`config.mk`:
```
export PLATFORM = sky130hd
export DESIGN_NAME = decode_stage
export DESIGN_NICKNAME = d
export VERILOG_FILES = /design/src/hw/decode_pkg.sv /design/src/hw/decode_select.sv /design/src/hw/decode_stage.sv /design/src/hw/id_1ri20.sv /design/src/hw/id_2ri12.sv /design/src/hw/id_3r.sv /design/src/hw/stage_reg.sv
export VERILOG_INCLUDE_DIRS = /design/src /design/src/hw
export SDC_FILE = /design/constraint.sdc
export NUM_CORES = 1
export LEC_CHECK = 0
export BUFFER_PORTS_ARGS = -buffer_cell sky130_fd_sc_hd__buf_2
export CORE_ASPECT_RATIO = 0.6
export CORE_MARGIN = 5
export CORE_UTILIZATION = 40
export DETAILED_ROUTE_END_ITERATION = 10
export GPL_TIMING_DRIVEN = 0
export PLACE_DENSITY_LB_ADDON = 0.3
export SLEW_MARGIN = 10
export SYNTH_ARGS = -nofsm -noshare
export SYNTH_HDL_FRONTEND = slang
export SYNTH_SLANG_ARGS = --single-unit
```
`constraint.sdc`:
```
create_clock -name clk -period 4.8 [get_ports clk]
set_clock_uncertainty 0.1 [all_clocks]
set_input_delay 0.24 -clock clk [delete_from_list [all_inputs] [get_ports clk]]
set_output_delay 0.24 -clock clk [all_outputs]
set_load 0.05 [all_outputs]
```
`src/hw/decode_consts.svh`:
```
`ifndef DECODE_CONSTS_SVH
`define DECODE_CONSTS_SVH

// 3R opcodes, compared against inst[31:15]
`define ADD_W_OPCODE        17'h00020
`define SUB_W_OPCODE        17'h00022
`define SLT_OPCODE          17'h00024
`define SLTU_OPCODE         17'h00025
`define NOR_OPCODE          17'h00028
`define AND_OPCODE          17'h00029
`define OR_OPCODE           17'h0002a
`define XOR_OPCODE          17'h0002b
`define SLL_W_OPCODE        17'h0002e
`define SRL_W_OPCODE        17'h0002f
`define SRA_W_OPCODE        17'h00030

// 2RI12 opcodes, inst[31:22]
`define SLTI_OPCODE         10'h008
`define SLTUI_OPCODE        10'h009
`define ADDI_W_OPCODE       10'h00a
`define ANDI_OPCODE         10'h00d
`define ORI_OPCODE          10'h00e
`define XORI_OPCODE         10'h00f

// 1RI20 opcodes, inst[31:25]
`define LU12I_W_OPCODE      7'h0a
`define PCADDU12I_OPCODE    7'h0e

`define ALU_NOP             8'h00
`define ALU_ADD             8'h01
`define ALU_SUB             8'h02
`define ALU_SLT             8'h03
`define ALU_SLTU            8'h04
`define ALU_AND             8'h05
`define ALU_OR              8'h06
`define ALU_XOR             8'h07
`define ALU_NOR             8'h08
`define ALU_SLL             8'h09
`define ALU_SRL             8'h0a
`define ALU_SRA             8'h0b
`define ALU_LUI             8'h0c
`define ALU_PCADDU12I       8'h0d   // pc + imm done in the alu

`define ALU_SEL_NOP         3'b000
`define ALU_SEL_ARITHMETIC  3'b001
`define ALU_SEL_LOGIC       3'b010
`define ALU_SEL_SHIFT       3'b011

`define EXCEPTION_INE       7'h0d   // instruction not exist

`endif

```
`src/hw/decode_pkg.sv`:
```
package decode_pkg;

    // word coming out of fetch
    typedef struct packed {
        logic        valid;
        logic [31:0] pc;
        logic [31:0] inst;
    } fetch_t;

    // full decode record handed to the next stage
    typedef struct packed {
        logic        valid;
        logic [31:0] pc;
        logic [31:0] inst;
        logic        reg_write_en;
        logic [4:0]  reg_write_addr;
        logic        reg1_read_en;
        logic [4:0]  reg1_read_addr;
        logic        reg2_read_en;
        logic [4:0]  reg2_read_addr;
        logic [7:0]  aluop;
        logic [2:0]  alusel;
        logic [31:0] imm;
        logic        is_exception;
        logic [6:0]  exception_cause;
    } decoded_inst_t;

    // result of one format decoder, all zero on a miss
    typedef struct packed {
        logic        hit;
        logic        reg_write_en;
        logic        reg1_read_en;
        logic        reg2_read_en;
        logic [4:0]  reg1_read_addr;
        logic [4:0]  reg2_read_addr;
        logic [7:0]  aluop;
        logic [2:0]  alusel;
        logic [31:0] imm;
    } format_result_t;

endpackage

```
`src/hw/decode_select.sv`:
```
`include "decode_consts.svh"

module decode_select
    import decode_pkg::*;
(
    input  fetch_t         fetch,
    input  format_result_t r3,
    input  format_result_t ri12,
    input  format_result_t ri20,
    output decoded_inst_t  dec
);

    format_result_t pick;

    // opcode spaces are disjoint, at most one hit
    always_comb begin
        if (r3.hit) begin
            pick = r3;
        end else if (ri12.hit) begin
            pick = ri12;
        end else begin
            pick = ri20;        // all zero when nothing hits
        end
    end

    always_comb begin
        dec = '0;
        dec.valid = fetch.valid;
        dec.pc = fetch.pc;
        dec.inst = fetch.inst;
        dec.aluop = `ALU_NOP;
        dec.alusel = `ALU_SEL_NOP;
        if (fetch.valid && pick.hit) begin
            dec.reg_write_en = pick.reg_write_en;
            dec.reg_write_addr = fetch.inst[4:0];   // rd
            dec.reg1_read_en = pick.reg1_read_en;
            dec.reg1_read_addr = pick.reg1_read_addr;
            dec.reg2_read_en = pick.reg2_read_en;
            dec.reg2_read_addr = pick.reg2_read_addr;
            dec.aluop = pick.aluop;
            dec.alusel = pick.alusel;
            dec.imm = pick.imm;
        end else if (fetch.valid) begin
            dec.is_exception = 1'b1;
            dec.exception_cause = `EXCEPTION_INE;
        end
    end

endmodule

```
`src/hw/decode_stage.sv`:
```
module decode_stage
    import decode_pkg::*;
(
    input  logic          clk,
    input  logic          reset,
    input  logic          stall,
    input  logic          flush,
    input  fetch_t        fetch_in,
    output decoded_inst_t dec_out
);

    fetch_t         fetch_q;
    format_result_t r3_res;
    format_result_t ri12_res;
    format_result_t ri20_res;
    decoded_inst_t  dec_d;

    stage_reg #(
        .payload_t(fetch_t)
    ) u_fetch_reg (
        .clk  (clk),
        .reset(reset),
        .stall(stall),
        .flush(flush),
        .d    (fetch_in),
        .q    (fetch_q)
    );

    // all three formats decode in parallel
    id_3r u_id_3r (
        .inst  (fetch_q.inst),
        .result(r3_res)
    );

    id_2ri12 u_id_2ri12 (
        .inst  (fetch_q.inst),
        .result(ri12_res)
    );

    id_1ri20 u_id_1ri20 (
        .inst  (fetch_q.inst),
        .result(ri20_res)
    );

    decode_select u_select (
        .fetch(fetch_q),
        .r3   (r3_res),
        .ri12 (ri12_res),
        .ri20 (ri20_res),
        .dec  (dec_d)
    );

    stage_reg #(
        .payload_t(decoded_inst_t)
    ) u_dec_reg (
        .clk  (clk),
        .reset(reset),
        .stall(stall),
        .flush(flush),
        .d    (dec_d),
        .q    (dec_out)
    );

endmodule

```
`src/hw/id_1ri20.sv`:
```
`include "decode_consts.svh"

module id_1ri20
    import decode_pkg::*;
(
    input  logic [31:0]    inst,
    output format_result_t result
);

    logic [6:0]  opcode;
    logic [19:0] i20;

    assign opcode = inst[31:25];
    assign i20 = inst[24:5];

    always_comb begin
        result = '0;
        result.hit = 1'b1;
        case (opcode)
            `LU12I_W_OPCODE: begin
                result.aluop = `ALU_LUI;
                result.alusel = `ALU_SEL_ARITHMETIC;
            end
            `PCADDU12I_OPCODE: begin
                result.aluop = `ALU_PCADDU12I;   // alu adds the pc
                result.alusel = `ALU_SEL_ARITHMETIC;
            end
            default: begin
                result.hit = 1'b0;
                result.aluop = `ALU_NOP;
                result.alusel = `ALU_SEL_NOP;
            end
        endcase
        // no register source in this format
        if (result.hit) begin
            result.reg_write_en = 1'b1;
            result.imm = {i20, 12'b0};
        end
    end

endmodule

```
`src/hw/id_2ri12.sv`:
```
`include "decode_consts.svh"

module id_2ri12
    import decode_pkg::*;
(
    input  logic [31:0]    inst,
    output format_result_t result
);

    logic [9:0]  opcode;
    logic [4:0]  rj;
    logic [11:0] i12;
    logic        sext;     // signed immediate forms

    assign opcode = inst[31:22];
    assign rj = inst[9:5];
    assign i12 = inst[21:10];

    always_comb begin
        result = '0;
        result.hit = 1'b1;
        sext = 1'b0;
        case (opcode)
            `SLTI_OPCODE: begin
                result.aluop = `ALU_SLT;
                result.alusel = `ALU_SEL_ARITHMETIC;
                sext = 1'b1;
            end
            `SLTUI_OPCODE: begin
                result.aluop = `ALU_SLTU;
                result.alusel = `ALU_SEL_ARITHMETIC;
                sext = 1'b1;       // sign extended, compared unsigned
            end
            `ADDI_W_OPCODE: begin
                result.aluop = `ALU_ADD;
                result.alusel = `ALU_SEL_ARITHMETIC;
                sext = 1'b1;
            end
            `ANDI_OPCODE: begin
                result.aluop = `ALU_AND;
                result.alusel = `ALU_SEL_LOGIC;
            end
            `ORI_OPCODE: begin
                result.aluop = `ALU_OR;
                result.alusel = `ALU_SEL_LOGIC;
            end
            `XORI_OPCODE: begin
                result.aluop = `ALU_XOR;
                result.alusel = `ALU_SEL_LOGIC;
            end
            default: begin
                result.hit = 1'b0;
                result.aluop = `ALU_NOP;
                result.alusel = `ALU_SEL_NOP;
            end
        endcase
        if (result.hit) begin
            result.reg_write_en = 1'b1;
            result.reg1_read_en = 1'b1;
            result.reg1_read_addr = rj;
            if (sext) begin
                result.imm = {{20{i12[11]}}, i12};
            end else begin
                result.imm = {20'b0, i12};
            end
        end
    end

endmodule

```
`src/hw/id_3r.sv`:
```
`include "decode_consts.svh"

module id_3r
    import decode_pkg::*;
(
    input  logic [31:0]    inst,
    output format_result_t result
);

    logic [16:0] opcode;
    logic [4:0]  rj;
    logic [4:0]  rk;

    assign opcode = inst[31:15];
    assign rj = inst[9:5];
    assign rk = inst[14:10];

    always_comb begin
        result = '0;
        result.hit = 1'b1;
        case (opcode)
            `ADD_W_OPCODE: begin
                result.aluop = `ALU_ADD;
                result.alusel = `ALU_SEL_ARITHMETIC;
            end
            `SUB_W_OPCODE: begin
                result.aluop = `ALU_SUB;
                result.alusel = `ALU_SEL_ARITHMETIC;
            end
            `SLT_OPCODE: begin
                result.aluop = `ALU_SLT;
                result.alusel = `ALU_SEL_ARITHMETIC;
            end
            `SLTU_OPCODE: begin
                result.aluop = `ALU_SLTU;
                result.alusel = `ALU_SEL_ARITHMETIC;
            end
            `AND_OPCODE: begin
                result.aluop = `ALU_AND;
                result.alusel = `ALU_SEL_LOGIC;
            end
            `OR_OPCODE: begin
                result.aluop = `ALU_OR;
                result.alusel = `ALU_SEL_LOGIC;
            end
            `XOR_OPCODE: begin
                result.aluop = `ALU_XOR;
                result.alusel = `ALU_SEL_LOGIC;
            end
            `NOR_OPCODE: begin
                result.aluop = `ALU_NOR;
                result.alusel = `ALU_SEL_LOGIC;
            end
            `SLL_W_OPCODE: begin
                result.aluop = `ALU_SLL;
                result.alusel = `ALU_SEL_SHIFT;
            end
            `SRL_W_OPCODE: begin
                result.aluop = `ALU_SRL;
                result.alusel = `ALU_SEL_SHIFT;
            end
            `SRA_W_OPCODE: begin
                result.aluop = `ALU_SRA;
                result.alusel = `ALU_SEL_SHIFT;
            end
            default: begin
                result.hit = 1'b0;
                result.aluop = `ALU_NOP;
                result.alusel = `ALU_SEL_NOP;
            end
        endcase
        if (result.hit) begin
            result.reg_write_en = 1'b1;     // rd always written
            result.reg1_read_en = 1'b1;
            result.reg2_read_en = 1'b1;
            result.reg1_read_addr = rj;
            result.reg2_read_addr = rk;
        end
    end

endmodule

```
`src/hw/stage_reg.sv`:
```
module stage_reg #(
    parameter type payload_t = logic [31:0]
) (
    input  logic     clk,
    input  logic     reset,
    input  logic     stall,
    input  logic     flush,
    input  payload_t d,
    output payload_t q
);

    // flush beats stall, clearing drops valid with the rest
    always_ff @(posedge clk) begin
        if (reset || flush) begin
            q <= '0;
        end else if (!stall) begin
            q <= d;
        end
    end

endmodule

```
### Yosys cells after proc, flatten, opt, wreduce, memory -nomap -nowiden

Index checks and enable logic that the tools add are counted.
W data, S select, Z words.

* flip-flop bits (word level): 199
* bits in latches: 0
* bits in writable memories: 0
* bits in read-only memories: 0
* output and inout bits: 134
* word-level logic and storage cells: 57
* memories kept: 0

* add/subtract/negate cells: 0
* multiply operators: 0
* divide/modulo/power cells: 0
* magnitude comparators: 0
* equality and inequality tests: 19
* shifts and indexed selects: 0
* mux-type cells: 15
* bitwise operators: 0
* reductions and logical operators: 6

Operators by type and width (count)
* $eq A17 B6 Y1 const B: 11
* $mux W57: 2
* $pmux W7 S11: 1
* $mux W32: 2
* $mux W61: 1
* $eq A10 B4 Y1 const B: 6
* $pmux W6 S6: 1
* $mux W8: 2
* $eq A7 B4 Y1 const B: 2
* $pmux W7 S2: 1
* $reduce_or A11 Y1: 1
* $reduce_or A6 Y1: 1
* $mux W1: 5
* $reduce_or A3 Y1: 1
* $reduce_or A2 Y1: 1
* $logic_and A1 B1 Y1: 1
* $logic_or A1 B1 Y1: 1

### Logic depth before layout (Yosys ltp)

Gate-level depths: netlist (run 1).

* depth in word-level cells: 8
* gate-level depth with buffers: 7
* gate-level depth less buffers: 5

### By module

From an unflattened synthesis (run 1), not the netlist that was laid out.

* cells, all modules: 1180
* area total of the unflattened synthesis: 11359.6 um2

Modules (own cells, without submodules)
* stage_reg at u_dec_reg: instances 1, cells each 433, area each 4770.8 um2
* decode_select: instances 1, cells each 276, area each 2369.8 um2
* stage_reg at u_fetch_reg: instances 1, cells each 210, area each 2338.5 um2
* id_3r: instances 1, cells each 107, area each 805.8 um2
* id_2ri12: instances 1, cells each 90, area each 624.3 um2
* id_1ri20: instances 1, cells each 64, area each 450.4 um2

### Worst setup path before layout (run 1)

No wires, ideal clock.

* path type: reg-to-reg
* from: reg u_fetch_reg.q[26] (netlist name)
* to: reg u_dec_reg.q[57] (netlist name)
* library setup time: 0.060 ns
* arrival time: 1.790 ns
* data required time: 4.640 ns
* path slack: 2.850 ns
* cell stages (with the launch flop): 7
* path buffers: 1
* clock period less this slack: 1.950 ns
* path through: dfxtp_1 -> or4_4 -> a2111oi_4 -> buf_6 -> inv_4 -> a31oi_4 -> a22o_1

* cells in the longest elaborated chain, start to end: 7

RTL lines
* from (decl): line stage_reg.sv:9 `output payload_t q`
* from (signal assigned): line stage_reg.sv:15 `q <= '0;`
* from (signal assigned): line stage_reg.sv:17 `q <= d;`
* $eq A10 B4 Y1 / $eq A7 B4 Y1 (equally long branches): line id_2ri12.sv:23, id_1ri20.sv:19
* $reduce_or A6 Y1 (no source line) / $reduce_or A2 Y1 (equally long branches)
* $mux W1 (on tied branches): line id_2ri12.sv:23, id_1ri20.sv:19
* $mux W57: line decode_select.sv:19 `end else if (ri12.hit) begin`
* $mux W57 *: line decode_select.sv:17 `if (r3.hit) begin`
* $logic_and A1 B1 Y1: line decode_select.sv:33 `if (fetch.valid && pick.hit) begin`
* $mux W61 *: line decode_select.sv:33
* to (signal assigned): line stage_reg.sv:15
* to (signal assigned): line stage_reg.sv:17
* to (decl): line stage_reg.sv:9

Every way passes the cells marked *; elsewhere a longest branch is shown, timed or not.
A chain may end at the register's enable or synchronous reset.

### Worst setup path after layout (run 1)

* from: reg u_fetch_reg.q[26] (netlist name)
* to: reg u_dec_reg.q[31] (netlist name)

* cells in the longest elaborated chain, start to end: 7

RTL lines
* $eq A10 B4 Y1 / $eq A7 B4 Y1 (equally long branches): line id_2ri12.sv:23, id_1ri20.sv:19
* $reduce_or A3 Y1 (no source line) (tied with other cells)
* $mux W1 (on tied branches): line id_2ri12.sv:23, id_1ri20.sv:19
* $mux W32 (tied with other cells): line id_2ri12.sv:61 `if (sext) begin`
* $mux W57 (on tied branches): line decode_select.sv:19, decode_select.sv:17
* $mux W57 *: line decode_select.sv:17
* $mux W61 *: line decode_select.sv:33

Marks and branches as above.

==> results of run 1 <==
==> logic make-up after synthesis <==
kind of cell / synth area share [%]
AND/OR/NAND/NOR: 13.2
flip-flops: 52.6
multiplexers: 18.1
AO/OA/AOI/OAI: 10.5
buffers and inverters: 5.31
XOR/XNOR: 0.246
other: 0.0527
==> critical path, cell delays in order (launching register included) <==
cell and delay, ns:
dfxtp_1 0.36, or4_4 0.58, nor2_1 0.33, o211ai_1 0.15, nand2_1 0.33, clkbuf_2 0.30
o21ai_0 0.11
==> metal layers <==
layer / share of wire, % / track usage, %
met2: 42 / 29.4
met1: 50 / 29.3
met3: 6.8 / 4.82
met5: 0 / 0
met4: 0.57 / 3.40
==> state kept, by name, summed over array words and instances, names as in the netlist <==
name,count
u_dec_reg.q,122
u_fetch_reg.q,65
==> worst max-delay path by stage <==
| stage | slack [ns] | end | startpoint |
|---|---|---|---|
| after floorplan | 2.85 | u_dec_reg.q[57] | u_fetch_reg.q[26] |
| after CTS | 2.41 | u_dec_reg.q[31] | u_fetch_reg.q[26] |
| after detailed placement | 2.35 | u_dec_reg.q[99] | stall |
| after global placement | 2.38 | u_fetch_reg.q[40] | stall |
| final | 2.40 | u_dec_reg.q[31] | u_fetch_reg.q[26] |
| after global routing | 2.25 | u_dec_reg.q[31] | u_fetch_reg.q[26] |
==> cell type report <==
cell class,instances,area [um2],share of cell area [%]
sequential,187,3740,38.9
multi-input combinational,463,3030,31.5
timing repair buffer,258,1620,16.8
clock buffer,18,439,4.56
buffer,68,364,3.78
tap,234,293,3.04
clock inverter,13,128,1.33
inverter,3,13.8,0.143
antenna,1,2.50,0.0260
==> power by group <==
part / internal [mW] / switching (mW)
Sequential: 1.57 / 0.0179
Clock: 0.699 / 0.653
Combinational: 0.128 / 0.160
==> repair_timing <==
action	in CTS	in global routing
endpoints found under the setup margin	0	0
setup buffers	0	0
hold buffers	65	0
resized for setup	0	0
hold endpoints to repair	65	0
==> through the flow <==
step           power (mW)  worst slack (ns)
6_report             3.23              2.40
5_1_grt              3.36              2.25
4_1_cts              3.26              2.41
3_5_place_dp         1.87              2.35
3_3_place_gp         1.87              2.38
2_1_floorplan        1.79              2.85
==> cells in the final DEF, fill, tap and decap left out, drive strengths merged, types with 3 or more instances in the layout <==
cell and count:
nor2b 4, clkinv 6, a32o 6, nor2 151
mux2i 129, dfxtp 187, o21ai 24, a21oi 30
a31oi 3, a22o 14, nor4b 3, inv 9
clkbuf 55, buf 224, and2 5, dlygate4sd3 65
a22oi 15, nand3 3, nand2 34, conb 9
==> impl_metrics.ini, run 1 <==
[power]
cellPowerDensity_mw_per_mm2 = 335
cellLeakagePower_nw = 4.44
peakVddDrop_v = 0.000213

[synthesis]
synth_area_leaders = dfxtp_1 53%, mux2i_1 18%, nor2_1 7.9%
postSynthCellCount = 713
yosysWarningCount = 0
synth_most_common_cell = dfxtp_1
synth_commonest_cells = 187 x dfxtp_1, 150 x nor2_1, 129 x mux2i_1
postSynthAreaPerCell_um2 = 9.99
ys_seq_area_share_pct = 52.6
synth-async-reset-ratio_pct = 0
yosys.area.top_type = dfxtp_1
yosys.area.top_type_share_pct = 52.6
ys_types = 54
synth.ff_latch_count = 187
synth_edf_count = 0
ys.flop_type = dfxtp_1
netlist_area_mm2 = 0.00712

[floorplan]
core_mm2 = 0.0173
die_h_um = 113
die_area_mm2 = 0.0207
initial_core_util_pct = 41.1
ios = 203
die_w_um = 182
rows = 37

[worst_setup_path]
worstPathRequired_ns = 5.01
critical_path_class = reg2reg
critPathCaptureType = register
r2r_slack_ns = 2.40
cp.arrival_ns = 2.60
worstReg2RegEnd = u_dec_reg.q[31]
reg2reg_depth = 6
start_kind = register
r2r_start = u_fetch_reg.q[26]
path_max_fanout = 10

[sta]
finalHoldViolCount = 0
timing.hold.ws_ns = 0.0231
maxSlewViolCount = 0
slew_headroom_pct = 43.7
worst_pin_slew_ns = 0.845
setup_tns_ns = 0
timing.final.crit_share_pct = 49.9
setup-violations-final = 0
period_needed_ns = 2.40
fmax_mhz = 417
rsz0062_at_grt = no

[clock_network]
clk_pin_slew_ns = 0.07
clock_latency_ns = 0.43
clockBufferDepth = 2
cts_inserted_buffers = 17
htreeDepth = 4
clkSinkCount = 187
root_buffer = clkbuf_16
cts_tree = yes

[min_path]
hold_start = flush
hold-path-cell-count = 3
hold_class = in2reg
worstHoldEndpoint = u_dec_reg.q[56]

[placed_design]
io_buffers = 193
gp_congestion = 0.821
place_area_mm2 = 0.00841
hpwl_um = 15000
placed_cells = 1148

[global_route]
grt_max_degree = 19
grt_pass1_wl_um = 32300
grt_use_total_pct = 19.7
globalRouteOverflowTotal = 0
grt_pass1_vias = 5870
antenna_found_initial = 0

[routing]
dr.pass1.iters = 6
via_per_inst = 4.86
wire_per_inst_um = 16.7
ant_nets = 0
detail_route.iter0.violations = 361
routed_wl_um = 20800
num_vias = 6049
drc = 0

[layout]
syn_to_final_growth_pct = 35.2
final_core_utilization_pct = 55.6
nNetsFinal = 1067
drive_gt1_share_pct = 25.9
finalNonFillerCells = 1245
fillCellCount = 1594
final_area_mm2 = 0.00963

[outcome]
status = finished, final reports clean

[run]
drv_cap = 0
Note: power is estimated with default switching activity, not from simulation.
==> run 2, diff against run 1 <==
--- a/config.mk
+++ b/config.mk
@@ -6,6 +6,7 @@
 export SDC_FILE = /design/constraint.sdc
 export NUM_CORES = 1
 export LEC_CHECK = 0
+export ABC_AREA = 1
 export BUFFER_PORTS_ARGS = -buffer_cell sky130_fd_sc_hd__buf_2
 export CORE_ASPECT_RATIO = 0.6
 export CORE_MARGIN = 5
==> constraint.sdc (replaced) <==
create_clock -name clk -period 2.02 [get_ports clk]
set_clock_uncertainty 0.1 [all_clocks]
set_input_delay 0.101 -clock clk [delete_from_list [all_inputs] [get_ports clk]]
set_output_delay 0.101 -clock clk [all_outputs]
set_load 0.05 [all_outputs]
==> impl_metrics.ini, run 2 <==
[outcome]
status = finished, final reports clean

[synthesis]
ys.flop_type = dfxtp_1
synth-simple-area-share_pct = 26.3
postSynthAreaPerCell_um2 = 7.56
synth_area_leaders = dfxtp_1 50%, nand2_1 15%, a21oi_1 13%
ys_types = 30
yosysWarningCount = 0
ys_seq_area_share_pct = 49.5
synth_xor_xnor_area_share_pct = 0
synth.ff_latch_count = 187
synth-adder-area-share_pct = 0
yosys.area.top_type_share_pct = 49.5
netlist_area_mm2 = 0.00756
synth_most_common_cell = nand2_1
postSynthCellCount = 1000
synthMuxAreaShare_pct = 0
yosys.area.top_type = dfxtp_1
synth_commonest_cells = 308 x nand2_1, 197 x a21oi_1, 187 x dfxtp_1
synth-async-reset-ratio_pct = 0
synth_top_family_by_area = simple AND/OR/NAND/NOR gates
synth_edf_count = 0
synth_compound_area_share_pct = 17.0

[sta]
setup-violations-final = 0
finalHoldViolCount = 0
slew_headroom_pct = 49.2
rsz0062_at_grt = yes
maxSlewViolCount = 0
setup_tns_ns = 0
period_needed_ns = 1.99
timing.final.crit_share_pct = 98.4
worst_pin_slew_ns = 0.762
fmax_mhz = 503

[power]
cellPowerDensity_mw_per_mm2 = 776
cellLeakagePower_nw = 4.48
p_comb_share_pct = 11.0
seq_power_share_pct = 46.4
design_power_total_mw = 8.19
internal-power_mw = 6.00
peakVddDrop_v = 0.000542
p_clk_share_pct = 42.6
netSwitchingPower_mw = 2.19
p_sw_share_pct = 26.8

[worst_setup_path]
worstPathRequired_ns = 2.28
crit_buf_inv = 1
cpPeakStageDelay_ns = 0.37
worstReg2RegEnd = u_dec_reg.q[54]
endpoint = u_dec_reg.q[54]
r2r_slack_ns = 0.03
cp-startpoint = u_fetch_reg.q[30]
cp.arrival_ns = 2.25
r2r_start = u_fetch_reg.q[30]
path_max_fanout = 6
reg2reg_depth = 12
cp_top_family = simple AND/OR/NAND/NOR gates
cp_cell_sequence = nor2_2, nand2_2, nor2_8, buf_4, nand3_2, nand2_1, nor2_2, nand2_2, nor2_4, nor2_4, nand3_1, a21oi_1
crit_slowest_cell = dfxtp_4
critPathCaptureType = register
cp.depth = 12
critical_path_class = reg2reg
start_kind = register

[clock_network]
cts_inserted_buffers = 17
root_buffer = clkbuf_16
cts_tree = yes
clockBufferDepth = 2
clk_pin_slew_ns = 0.07
clkSinkCount = 187
htreeDepth = 4
clock_latency_ns = 0.43

[routing]
via_per_inst = 5.13
ant_nets = 0
drc = 0
num_vias = 7994
detail_route.iter0.violations = 527
dr.pass1.iters = 5
wire_per_inst_um = 17.1
routed_wl_um = 26600

[layout]
fillCellCount = 1712
final_cell_mix = 302 x nand2_1, 196 x a21oi_1, 195 x buf_2, 172 x dfxtp_1, 65 x dlygate4sd3_1
largest_reg_flops = 122
final_common_cell = nand2_1
nNetsFinal = 1374
syn_to_final_growth_pct = 39.6
reg_top3 = u_dec_reg.q: 122 flops, u_fetch_reg.q: 65 flops
drive_gt1_share_pct = 28.3
antennaDiodeCount = 0
largest_register = u_dec_reg.q

[global_route]
grt_pass1_wl_um = 40200
antenna_found_initial = 0
grt_use_total_pct = 23.4
grt_pass1_vias = 7189
grt_max_degree = 18
globalRouteOverflowTotal = 0

[floorplan]
die_w_um = 187
core_mm2 = 0.0183
die_h_um = 116
die_area_mm2 = 0.0218
initial_core_util_pct = 41.3
rows = 38
ios = 203

[placed_design]
hpwl_um = 19500
gp_congestion = 0.899
io_buffers = 192

[run]
drv_cap = 0

[min_path]
hold_class = in2reg
## run 2: changes by cell type in the layout (fill, tap and decap cells not counted), sizes merged, moves of 14 or more
cell / before / now
mux2i: 129 / 0
inv: 9 / 41
nand2: 34 / 322
buf: 224 / 243
nor2: 151 / 44
a22o: 14 / 0
nand4: 0 / 32
nand3: 3 / 46
clkbuf: 55 / 74
a22oi: 15 / 0
a21oi: 30 / 207
## run 2: final cells by class
class / instances / area (um2) / share of cell area [%]
sequential: 187 / 3780 / 35.9
multi-input combinational: 702 / 3490 / 33.1
timing repair buffer: 278 / 1770 / 16.8
clock buffer: 20 / 457 / 4.33
buffer: 84 / 442 / 4.19
tap: 240 / 300 / 2.85
clock inverter: 12 / 151 / 1.43
inverter: 35 / 151 / 1.43
## run 2: kinds of logic (layout without fill, tap and decap cells)
| logic type | after synthesis | count (layout) |
|---|---|---|
| buffers and inverters | 119 | 429 |
| flip-flops | 187 | 187 |
| other | 1 | 9 |
| AND/OR/NAND/NOR | 446 | 446 |
| AO/OA/AOI/OAI | 247 | 247 |
## run 2: what timing repair did
action,CTS,global route
endpoints found under the hold margin,65,0
gates resized for setup,27,82
buffers inserted,3,18
hold buffers,65,0
pin swaps,5,14
endpoints found under the setup margin,52,56
## run 2: layer usage
layer	vias to the layer above	global-route usage (%)	share of wire (%)
li1	3902	-	-
met1	3715	35.2	48
met2	352	33.0	41
met3	25	6.42	9.9
met4	0	6.01	1.3
met5	-	0	0
## run 2: worst min path at each step
stage / cells past startpoint / slack, ns / endpoint / startpoint
global placement: 3 / 0.25 / u_fetch_reg.q[40] / fetch_in[40]
detailed placement: 3 / 0.26 / u_fetch_reg.q[54] / fetch_in[54]
floorplan: 2 / 0.15 / u_fetch_reg.q[57] / fetch_in[57]
CTS: 5 / 0.09 / u_fetch_reg.q[21] / reset
finish: 5 / 0.11 / u_fetch_reg.q[17] / reset
global route: 5 / 0.14 / u_fetch_reg.q[21] / flush
## run 2: worst min-delay path, delay by kind of cell
kind	cells	cell delay, ns
buffers and inverters	2	0.27
AO/OA/AOI/OAI	2	0.16
AND/OR/NAND/NOR	1	0.07
## run 2: power by group through the flow
stage | registers, mW | logic, mW | clock network [mW]
after floorplan | 3.93 | 0.416 | 0
after global placement | 3.88 | 0.715 | 0
after detailed placement | 3.88 | 0.717 | 0
after CTS | 3.80 | 0.825 | 3.53
after global routing | 3.81 | 0.968 | 3.69
final | 3.80 | 0.901 | 3.49
## run 2: per-stage QoR
stage | hold WS [ns] | util (%) | std cells | setup WS [ns] | instance area, um2
3_5_place_dp | 0.255 | 48.4 | 1440 | -0.179 | 8850
3_3_place_gp | 0.252 | 48.4 | 1440 | -0.219 | 8850
2_1_floorplan | 0.146 | - | 1008 | 0.204 | 7590
4_1_cts | 0.0887 | 55.6 | 1540 | -0.0372 | 10200
6_report | 0.106 | 57.6 | 1558 | 0.0331 | 10600
5_1_grt | 0.141 | 57.6 | 1558 | -0.0446 | 10600
